## src/hw/tx_macros.svh

```systemverilog
`ifndef TX_MACROS_SVH
`define TX_MACROS_SVH

// Messages the software side can configure.
`define NUM_MSGS 4

// Transmit lanes working in parallel.
`define NUM_LANES 2

// Switch input buffer, in flits.
`define BUF_DEPTH 8

`define MEM_WORDS 64

`endif

```

## src/hw/tx_mem_pkg.sv

```systemverilog
`include "tx_macros.svh"

package tx_mem_pkg;

    // One packet memory word, also the flit payload.
    typedef logic [31:0] word_t;

    typedef logic [$clog2(`MEM_WORDS)-1:0] mem_addr_t;

    // Lane number.
    typedef logic [$clog2(`NUM_LANES)-1:0] lane_idx_t;

endpackage

```

## src/hw/chiplet_types_pkg.sv

```systemverilog
package chiplet_types_pkg;

    // Index into the message table.
    typedef logic [1:0] pkt_id_t;

    typedef logic [3:0] node_id_t;

    // Flits in a packet, header included.
    typedef logic [4:0] pkt_len_t;

    typedef logic [1:0] vc_t;

    typedef struct packed {
        vc_t      vc;
        pkt_id_t  id;
        node_id_t node;
    } flit_metadata_t;

    // Metadata on top, payload word below.
    typedef struct packed {
        flit_metadata_t    metadata;
        tx_mem_pkg::word_t payload;
    } flit_t;

    // Only the length field of a header is decoded.
    function automatic pkt_len_t hdr_length(tx_mem_pkg::word_t hdr);
        return hdr[$bits(pkt_len_t)-1:0];
    endfunction

endpackage

```

## src/hw/tx_pkt_mem.sv

```systemverilog
`timescale 1ns/1ns
`include "tx_macros.svh"

module tx_pkt_mem (
    input  logic                  clk,
    input  logic                  wen,
    input  tx_mem_pkg::mem_addr_t waddr,
    input  tx_mem_pkg::word_t     wdata,
    input  tx_mem_pkg::mem_addr_t rd_addr [`NUM_LANES],
    output tx_mem_pkg::word_t     rd_data [`NUM_LANES]
);
    import tx_mem_pkg::*;

    word_t mem [`MEM_WORDS];

    always_ff @(posedge clk) begin
        if (wen) begin
            mem[waddr] <= wdata;
        end
    end

    // Combinational read, one port per lane.
    always_comb begin
        for (int l = 0; l < `NUM_LANES; l++) begin
            rd_data[l] = mem[rd_addr[l]];
        end
    end

endmodule

```

## src/hw/msg_dispatch.sv

```systemverilog
`timescale 1ns/1ns
`include "tx_macros.svh"

module msg_dispatch (
    input  logic                       clk,
    input  logic                       n_rst,
    input  logic                       cfg_wen,
    input  chiplet_types_pkg::pkt_id_t cfg_msg,
    input  tx_mem_pkg::mem_addr_t      cfg_addr,
    input  logic [`NUM_MSGS-1:0]       trigger_send,
    input  logic [`NUM_LANES-1:0]      lane_busy,
    output logic [`NUM_LANES-1:0]      lane_start,
    output chiplet_types_pkg::pkt_id_t lane_msg [`NUM_LANES],
    output tx_mem_pkg::mem_addr_t      lane_addr [`NUM_LANES]
);
    import chiplet_types_pkg::*;
    import tx_mem_pkg::*;

    mem_addr_t              start_addr [`NUM_MSGS];
    logic [`NUM_MSGS-1:0]   pending;
    logic [`NUM_MSGS-1:0]   pending_clr;
    logic [`NUM_LANES-1:0]  lane_idle;
    logic                   have_msg;
    logic                   have_lane;
    logic                   go;
    pkt_id_t                sel_msg;
    lane_idx_t              sel_lane;

    always_ff @(posedge clk) begin
        if (cfg_wen) begin
            start_addr[cfg_msg] <= cfg_addr;
        end
    end

    // A lane started last cycle has not raised busy yet.
    assign lane_idle = ~lane_busy & ~lane_start;

    always_comb begin
        have_msg = 1'b0;
        sel_msg = '0;
        for (int m = 0; m < `NUM_MSGS; m++) begin
            if (pending[m]) begin
                have_msg = 1'b1;
                sel_msg = pkt_id_t'(m);
            end
        end
        have_lane = 1'b0;
        sel_lane = '0;
        for (int l = `NUM_LANES - 1; l >= 0; l--) begin
            if (lane_idle[l]) begin
                have_lane = 1'b1;
                sel_lane = lane_idx_t'(l);
            end
        end
    end

    assign go = have_msg && have_lane;
    assign pending_clr = go ? (`NUM_MSGS'(1) << sel_msg) : '0;

    always_ff @(posedge clk, negedge n_rst) begin
        if (!n_rst) begin
            pending <= '0;
            lane_start <= '0;
        end else begin
            // A new trigger wins over the clear.
            pending <= (pending & ~pending_clr) | trigger_send;
            lane_start <= go ? (`NUM_LANES'(1) << sel_lane) : '0;
        end
    end

    always_ff @(posedge clk) begin
        if (go) begin
            lane_msg[sel_lane] <= sel_msg;
            lane_addr[sel_lane] <= start_addr[sel_msg];
        end
    end

endmodule

```

## src/hw/tx_fsm.sv

```systemverilog
`timescale 1ns/1ns

module tx_fsm (
    input  logic                        clk,
    input  logic                        n_rst,
    input  logic                        start,
    input  chiplet_types_pkg::pkt_id_t  start_msg,
    input  tx_mem_pkg::mem_addr_t       start_addr,
    input  chiplet_types_pkg::node_id_t node_id,
    output tx_mem_pkg::mem_addr_t       rd_addr,
    input  tx_mem_pkg::word_t           rd_data,
    input  logic                        enable,
    output logic                        busy,
    output logic                        req,
    output logic                        send,
    output chiplet_types_pkg::flit_t    flit
);
    import chiplet_types_pkg::*;
    import tx_mem_pkg::*;

    typedef enum logic [1:0] {
        IDLE,
        START_SEND,
        SEND
    } state_e;

    state_e    state;
    state_e    next_state;
    pkt_id_t   msg_q;
    mem_addr_t base_q;
    pkt_len_t  len_q;
    pkt_len_t  next_len;
    pkt_len_t  cnt_q;
    pkt_len_t  next_cnt;

    // Word index follows the flit count.
    assign rd_addr = base_q + mem_addr_t'(cnt_q);
    assign req = (state == SEND) && (cnt_q != len_q);
    assign send = req && enable;

    always_comb begin
        flit.payload = rd_data;
        flit.metadata.vc = '0;
        flit.metadata.id = msg_q;
        flit.metadata.node = node_id;
    end

    always_comb begin
        next_state = state;
        next_len = len_q;
        next_cnt = cnt_q;
        case (state)
            IDLE: begin
                if (start) begin
                    next_state = START_SEND;
                    next_cnt = '0;
                end
            end
            START_SEND: begin
                // Header is on rd_data here.
                next_len = hdr_length(rd_data);
                next_state = (next_len == '0) ? IDLE : SEND;
            end
            SEND: begin
                if (send) begin
                    next_cnt = cnt_q + 1'b1;
                    if (next_cnt == len_q) begin
                        next_state = IDLE;
                    end
                end
            end
            default: begin
                next_state = IDLE;
            end
        endcase
    end

    always_ff @(posedge clk, negedge n_rst) begin
        if (!n_rst) begin
            state <= IDLE;
            len_q <= '0;
            cnt_q <= '0;
            busy <= 1'b0;
        end else begin
            state <= next_state;
            len_q <= next_len;
            cnt_q <= next_cnt;
            // Lags the state by one cycle.
            busy <= start || (state != IDLE);
        end
    end

    always_ff @(posedge clk) begin
        if (start && (state == IDLE)) begin
            msg_q <= start_msg;
            base_q <= start_addr;
        end
    end

endmodule

```

## src/hw/link_arbiter.sv

```systemverilog
`timescale 1ns/1ns
`include "tx_macros.svh"

module link_arbiter (
    input  logic                     clk,
    input  logic                     n_rst,
    input  logic [`NUM_LANES-1:0]    lane_req,
    input  logic [`NUM_LANES-1:0]    lane_send,
    input  chiplet_types_pkg::flit_t lane_flit [`NUM_LANES],
    input  logic                     buffer_available,
    output logic [`NUM_LANES-1:0]    lane_enable,
    output chiplet_types_pkg::flit_t link_flit,
    output logic                     link_valid
);
    import chiplet_types_pkg::*;
    import tx_mem_pkg::*;

    localparam int CREDIT_LIMIT = 3 * `BUF_DEPTH / 4;

    // Flits sent since the switch last freed space.
    typedef logic [$clog2(`BUF_DEPTH):0] credit_cnt_t;

    lane_idx_t                    owner_q;
    lane_idx_t                    owner_next;
    lane_idx_t                    cand;
    credit_cnt_t                  sent_q;
    logic                         any_send;
    logic                         stop;
    flit_t                        sel_flit;

    assign any_send = |lane_send;
    assign stop = (sent_q >= CREDIT_LIMIT);
    assign lane_enable = stop ? '0 : (`NUM_LANES'(1) << owner_q);

    // Owner only moves between packets.
    always_comb begin
        owner_next = owner_q;
        cand = owner_q;
        if (!lane_req[owner_q]) begin
            for (int k = `NUM_LANES - 1; k >= 1; k--) begin
                cand = lane_idx_t'((int'(owner_q) + k) % `NUM_LANES);
                if (lane_req[cand]) begin
                    owner_next = cand;
                end
            end
        end
    end

    always_comb begin
        sel_flit = lane_flit[0];
        for (int l = 0; l < `NUM_LANES; l++) begin
            if (lane_send[l]) begin
                sel_flit = lane_flit[l];
            end
        end
    end

    always_ff @(posedge clk, negedge n_rst) begin
        if (!n_rst) begin
            owner_q <= '0;
            sent_q <= '0;
            link_valid <= 1'b0;
        end else begin
            owner_q <= owner_next;
            // A flit sent with the pulse still counts.
            if (buffer_available) begin
                sent_q <= credit_cnt_t'(any_send);
            end else if (any_send) begin
                sent_q <= sent_q + 1'b1;
            end
            link_valid <= any_send;
        end
    end

    always_ff @(posedge clk) begin
        if (any_send) begin
            link_flit <= sel_flit;
        end
    end

endmodule

```

## src/hw/chiplet_tx_top.sv

```systemverilog
`timescale 1ns/1ns
`include "tx_macros.svh"

module chiplet_tx_top (
    input  logic                        clk,
    input  logic                        n_rst,
    input  logic                        cfg_wen,
    input  chiplet_types_pkg::pkt_id_t  cfg_msg,
    input  tx_mem_pkg::mem_addr_t       cfg_addr,
    input  logic                        mem_wen,
    input  tx_mem_pkg::mem_addr_t       mem_waddr,
    input  tx_mem_pkg::word_t           mem_wdata,
    input  logic [`NUM_MSGS-1:0]        trigger_send,
    input  chiplet_types_pkg::node_id_t node_id,
    input  logic                        buffer_available,
    output chiplet_types_pkg::flit_t    link_flit,
    output logic                        link_valid
);
    import chiplet_types_pkg::*;
    import tx_mem_pkg::*;

    logic [`NUM_LANES-1:0] lane_start;
    logic [`NUM_LANES-1:0] lane_busy;
    logic [`NUM_LANES-1:0] lane_req;
    logic [`NUM_LANES-1:0] lane_send;
    logic [`NUM_LANES-1:0] lane_enable;
    pkt_id_t               lane_msg [`NUM_LANES];
    mem_addr_t             lane_addr [`NUM_LANES];
    mem_addr_t             rd_addr [`NUM_LANES];
    word_t                 rd_data [`NUM_LANES];
    flit_t                 lane_flit [`NUM_LANES];

    msg_dispatch u_dispatch (
        .clk          (clk),
        .n_rst        (n_rst),
        .cfg_wen      (cfg_wen),
        .cfg_msg      (cfg_msg),
        .cfg_addr     (cfg_addr),
        .trigger_send (trigger_send),
        .lane_busy    (lane_busy),
        .lane_start   (lane_start),
        .lane_msg     (lane_msg),
        .lane_addr    (lane_addr)
    );

    tx_pkt_mem u_mem (
        .clk     (clk),
        .wen     (mem_wen),
        .waddr   (mem_waddr),
        .wdata   (mem_wdata),
        .rd_addr (rd_addr),
        .rd_data (rd_data)
    );

    for (genvar l = 0; l < `NUM_LANES; l++) begin : g_lane
        tx_fsm u_fsm (
            .clk        (clk),
            .n_rst      (n_rst),
            .start      (lane_start[l]),
            .start_msg  (lane_msg[l]),
            .start_addr (lane_addr[l]),
            .node_id    (node_id),
            .rd_addr    (rd_addr[l]),
            .rd_data    (rd_data[l]),
            .enable     (lane_enable[l]),
            .busy       (lane_busy[l]),
            .req        (lane_req[l]),
            .send       (lane_send[l]),
            .flit       (lane_flit[l])
        );
    end

    link_arbiter u_arb (
        .clk              (clk),
        .n_rst            (n_rst),
        .lane_req         (lane_req),
        .lane_send        (lane_send),
        .lane_flit        (lane_flit),
        .buffer_available (buffer_available),
        .lane_enable      (lane_enable),
        .link_flit        (link_flit),
        .link_valid       (link_valid)
    );

endmodule

```

## config.mk

```make
export PLATFORM = sky130hd
export DESIGN_NAME = chiplet_tx_top
export DESIGN_NICKNAME = d
export VERILOG_FILES = /design/src/hw/tx_mem_pkg.sv /design/src/hw/chiplet_types_pkg.sv /design/src/hw/tx_pkt_mem.sv /design/src/hw/msg_dispatch.sv /design/src/hw/tx_fsm.sv /design/src/hw/link_arbiter.sv /design/src/hw/chiplet_tx_top.sv
export VERILOG_INCLUDE_DIRS = /design/src /design/src/hw
export SDC_FILE = /design/constraint.sdc
export NUM_CORES = 2
export LEC_CHECK = 0
export BUFFER_PORTS_ARGS = -buffer_cell sky130_fd_sc_hd__buf_2
export CAP_MARGIN = 20
export CORE_MARGIN = 2
export CORE_UTILIZATION = 40
export CTS_CLUSTER_DIAMETER = 200
export CTS_CLUSTER_SIZE = 8
export DETAILED_ROUTE_END_ITERATION = 8
export PLACE_DENSITY = 0.57
export SETUP_SLACK_MARGIN = 0.15
export SYNTH_ARGS = -nofsm -noshare
export SYNTH_HDL_FRONTEND = slang
export SYNTH_HIERARCHICAL = 1
export SYNTH_SLANG_ARGS = --single-unit
```

## constraint.sdc

```tcl
create_clock -name clk -period 10.54 [get_ports clk]
set_clock_uncertainty 0.05 [all_clocks]
set_input_delay 0.527 -clock clk [delete_from_list [all_inputs] [get_ports clk]]
set_output_delay 0.527 -clock clk [all_outputs]
set_load 0.01 [all_outputs]
```

-- Word level (Yosys, flattened, before mapping)
Memory sizes are Yosys's and may differ from the RTL's.
Cells that the tools add are included.
- flip-flop bits (word level): 110
- RAM bits: 2072
- input bits: 59
- output and inout port bits: 41
- word-level logic and storage cells: 134
- memories: 2
- memory list (memory ; depth ; width ; read ports ; clocked after Yosys merged registers in ; wr ports ; line ; text):
    u_mem.mem ; 64 ; 32 ; 2 ; 0 ; 1 ; tx_pkt_mem.sv:14 ; word_t mem [`MEM_WORDS];
    u_dispatch.start_addr ; 4 ; 6 ; 1 ; 0 ; 1 ; msg_dispatch.sv:19 ; mem_addr_t start_addr [`NUM_MSGS];
- add/subtract/negate cells: 6
- magnitude comparators: 5
- equality and inequality tests: 14
- shifts and indexed selects: 3
- multiplexer cells: 46
- bitwise logic cells: 8
- reductions and logical operators: 25
- operators by type and width (operator ; number):
    38-bit two-way mux ; 1
    2-bit two-way mux ; 13
    5-bit two-way mux ; 4
    5-bit case mux with 2 select lines ; 2
    1-bit two-way mux ; 16
    6-bit by 5-bit adder with 6-bit output ; 2
    12-bit bitwise mux ; 1
    4-bit two-way mux ; 3
    2-bit case mux with 3 select lines ; 2
    3-bit AND reduction ; 4
    5-bit by 1-bit adder with 5-bit output, second input constant ; 2
    5-bit == test ; 2
    5-bit zero test ; 2
    5-bit inequality test ; 2
    2-bit nonzero test ; 5
    1-bit logical AND ; 8
    2-bit inequality test, second input constant ; 4
    6-bit demux with 1-bit select ; 1
    6-bit two-way mux ; 1
    4-bit by 1-bit adder with 4-bit output, second input constant ; 1
    4-bit AND ; 1
    4-bit bitwise mux ; 1
    2-bit by 1-bit == test with 1-bit output, second input constant ; 2
    2-bit == test, second input constant ; 2
    19 further kinds ; 25

-- Longest topological paths before layout
- word-level depth: 10
- mapped depth: 17
- gate-level depth less buffers: 15

-- Modules after synthesis
The synthesis kept the hierarchy.
- modules (own cells, without submodules) (module ; times used ; cells an instance ; area an instance (um^2) ; seq. area each (um^2)):
    tx_pkt_mem ; 1 ; 4348 ; 94379.3 ; 61499.0
    link_arbiter ; 1 ; 111 ; 1978.1 ; 1351.3
    msg_dispatch ; 1 ; 98 ; 1756.7 ; 1351.3
    tx_fsm at g_lane[0].u_fsm ; 1 ; 124 ; 1408.9 ; 565.5
    tx_fsm at g_lane[1].u_fsm ; 1 ; 124 ; 1367.6 ; 565.5

-- Worst setup path after synthesis
OpenSTA, ideal clock, no wires.
- kind: flip-flop to flip-flop
- from: register g_lane[0].u_fsm.cnt_q[0]
- to: register g_lane[0].u_fsm.state[1]
- library setup time: 0.126 ns
- data arrival time: 3.903 ns
- required time: 10.364 ns
- slack: 6.461 ns
- stages on the path, launching flop included: 16
- cells stage by stage: dfrtp_1 ha_1 fa_1 xor2_1 buf_2 buf_1 buf_1 mux4_2 mux2i_1 mux2i_1 nor2_1 o22ai_1 nor3_1 a21oi_1 or4_1 o32a_1
- RTL lines (item ; line ; text):
    start, declared ; tx_fsm.sv:33 ; pkt_len_t cnt_q;
    start signal, assigned ; tx_fsm.sv:87 ; cnt_q <= next_cnt;
    end signal, assigned ; tx_fsm.sv:85 ; state <= next_state;
    end, declared ; tx_fsm.sv:27 ; state_e state;

==> results.md <==
* Status: completed
* Type of the worst setup path: reg2reg
* Worst reg-to-reg path cell count at 13
* Number of enable flip-flop cells after synthesis at 2144
* All-Layer GR Usage at roughly a quarter
* Setup Buffers After CTS at 0
* Post-Syn Area per Cell at about 21 um2
* Fmax at 175 MHz
* Asr flop ratio synth at 1.74%
* Hold Crit Class: in2reg
* Finished Cell Area at 114000 um2
* Pleak at 35.9 nW
* Most frequent CP cell: a21oi_1
* CP Max Fanout at 110
* Mapped Cells at 4805
* Via count of the first global-routing pass at 55378
* Layout cells sized above 1 at roughly two fifths
* Worst EP required at 11.31 ns
* Most frequent cells in the layout: 2144 x edfxtp_1, 1124 x mux4_2, 329 x clkbuf_16, 210 x mux2i_1, 149 x buf_4
* Core area at 251000 um2
* Most common cell after layout, fill and taps aside: edfxtp_1
* Tcrit/Tclk final at 54.3%
* Flop2flop setup slack at 4.81 ns
* Leading area contributor after synthesis: edfxtp_1
* R2r endpoint: g_lane[1].u_fsm/state[1]
* Fin. Hold Viols at 0
* CP Capture Type: register
* Crit path cell chain: ha_4 -> fa_4 -> buf_4 -> buf_12 -> mux4_2 -> mux2_2 -> o211ai_1 -> a21oi_1 -> or4_1 -> o21bai_1 -> nand4_1 -> nor4_1 -> a21oi_1
* Dpl cell area at 105000 um2
* Clock root cell: clkbuf_16
* Vias/cell at about 6.5
* CTS sink cnt at 2182
* CTS H-tree depth at 5
* Max-slew violations at 0
* P per Cell Area at 344 nW/um2
* Crit path DAT at 6.49 ns
* Crit-path max cell delay at about 1.1 ns
* Synth-to-layout area growth at 13.2%
* FF+latch count, synth at 2182
* PortBufs at 99
* Worst Setup EP: g_lane[1].u_fsm/state[1]
* Max-Slew Margin vs Limit at approximately 16%
* Tmin final at 5.73 ns
* Mapped Area at 101000 um2
* Pre-CTS setup slack at 4.75 ns
* Vias after detailed routing at 54668
* GP Congestion at 0.844
* Die area at 256000 um2
* Hold Slack at 0.0465 ns
* Final nets at between 5000 and 6000
* CTS max path bufs at 4
* Sequential area share after synthesis at 64.8%
* First-pass GRT wire length at about 450000 um
* Pwr Total at 39.3 mW
* Die height at 506 um
* Clock-pin slew on the worst setup and hold paths at ~0.05 ns
* Rows at around 180
* Worst skew pair latency at 0.94 ns
* DP Wirelength at 176000 um
* Residual DRC at 0
* Largest net degree at the start of global routing at 111
* Iteration-0 DRC Markers at slightly below 8000
* Area share of the largest cell type after synthesis at 63.8%
* Min setup slack post-route at 4.81 ns
* Inst Count DP at roughly 8000
* CP max-delay cell: fa_4
* Routed Antenna Nets at 0
* Least-Margin Pin Slew at 1.26 ns
* IO Count at 100
* Total CTS buffers at approximately 320
* # setup viols final at 0
* Max-Cap Viols at 0
* Worst reg2reg startpoint: g_lane[1].u_fsm/cnt_q[0]
* Post-route insts no fill at 8397
* Critical Path Source: g_lane[1].u_fsm/cnt_q[0]
* Top post-synthesis cells by area: edfxtp_1 64%, mux4_2 25%, mux2i_1 2.1%
* Drt total wl at 322000 um
* Initial antenna violation count at 28
* Total number of yosys warnings at 6
* Worst setup SP type: register
* # fillers at 20806
* RSZ-0062 raised after global routing: no
* Starting density of the core at between 40% and 50%
* Total gr overflow at 0
* Synth Flop Type: edfxtp_1
* Final core occ at a little under half
* Unique cell type count in the Yosys netlist at 70
* VDD IR-drop max at 0.000330 V
* Setup TNS at 0 ns
* CTS tree: built
* DR pass1 iterations at 6
* Die W at 506 um
* WL per Instance at 38.4 um
## repair_timing
item	in CTS	in global routing
hold buffers	19	10
hold endpoints to repair	86	79
endpoints found under the setup margin	0	0
resized for setup	0	0
## power breakdown
group / switching (mW) / total, mW / internal (mW)
combinational: 11.5 / 20.1 / 8.65
sequential: 0.209 / 10.2 / 9.94
clock: 3.51 / 8.97 / 5.46
## registers in the layout (all words and copies together) (netlist names)
register / count
u_dispatch/lane_start: 2
u_arb/link_valid: 1
u_dispatch/lane_msg: 4
g_lane.u_fsm/base_q: 12
u_dispatch/lane_addr: 12
u_dispatch/pending: 4
g_lane.u_fsm/state: 4
g_lane.u_fsm/len_q: 10
u_arb/owner_q: 1
u_mem/mem: 2048
g_lane.u_fsm/cnt_q: 10
g_lane.u_fsm/busy: 2
u_arb/sent_q: 4
g_lane.u_fsm/msg_q: 4
u_dispatch/start_addr: 24
u_arb/link_flit: 40
## final cells by class
class	count	area, um2	area share (%)
sequential	2182	65300	57.2
multi-input combinational	2178	33800	29.6
clock buffer	345	8290	7.26
tap	3348	4190	3.67
timing repair buffer	307	2490	2.18
clock inverter	9	88.8	0.0778
inverter	13	48.8	0.0427
antenna	15	37.5	0.0329
## worst max-delay path: cells and delay by family, from the launching register on
kind	cells	cell delay [ns]
multiplexers	2	0.68
AND/OR/NAND/NOR	3	1.00
adder cells (fa/ha/maj)	2	1.30
flip-flops	1	0.46
AO/OA/AOI/OAI	4	0.85
buffers and inverters	2	1.20
## cell usage after synthesis (12+ instances only)
| master | number |
|---|---|
| edfxtp_1 | 2144 |
| mux4_2 | 1124 |
| mux2i_1 | 210 |
| clkbuf_1 | 136 |
| buf_4 | 132 |
| buf_2 | 126 |
| nor2_1 | 109 |
| nand2_1 | 96 |
| mux2_2 | 88 |
| a22oi_1 | 85 |
| a21oi_1 | 70 |
| o22ai_1 | 57 |
| dfrtp_1 | 38 |
| o21ai_1 | 31 |
| o211ai_1 | 27 |
| nor2b_1 | 26 |
| buf_1 | 25 |
| o21ai_0 | 23 |
| xnor2_1 | 17 |
| o221ai_1 | 16 |
| a211oi_1 | 15 |
| buf_6 | 14 |
| ha_1 | 14 |
| xor2_1 | 14 |
| a221oi_1 | 13 |
| inv_1 | 12 |
| nand2b_1 | 12 |
| nand3_1 | 12 |
## per-layer routing
layer / wire length (um) / GRT usage [%] / vias up
li1: - / - / 21153
met1: 129000 / 35.2 / 30099
met2: 153000 / 39.1 / 2922
met3: 31500 / 5.63 / 486
met4: 9090 / 7.74 / 8
met5: 46 / 0 / -
## worst min-delay path by stage
| stage | startpoint | endpoint | slack (ns) | depth (start not counted) |
|---|---|---|---|---|
| floorplan | n_rst | g_lane[0].u_fsm/busy | 0.18 | 0 |
| global placement | u_dispatch/lane_addr[10] | g_lane[0].u_fsm/base_q[4] | 0.36 | 0 |
| detailed placement | u_dispatch/lane_addr[10] | g_lane[0].u_fsm/base_q[4] | 0.35 | 0 |
| CTS | cfg_wen | u_dispatch/start_addr[2][3] | 0.02 | 3 |
| global route | mem_wdata[6] | u_mem/mem[26][6] | 0.04 | 1 |
| finish | mem_wdata[6] | u_mem/mem[5][6] | 0.05 | 1 |
## logic make-up (layout without fill, tap and decap cells)
group                      count (synthesis)  count (layout)  synth area share [%]
AOI/OAI and AO/OA                        384             384                  2.61
DFF                                     2182            2182                  64.8
buffers and inverters                    447             674                  2.42
other                                      2              19               0.00744
xor gates and xnor gates                  33              33                 0.301
muxes                                   1422            1422                  28.2
adders and majority gates                 17              17                 0.223
and+or+nand+nor                          318             318                  1.53
Power figures use the tool's default switching activity.
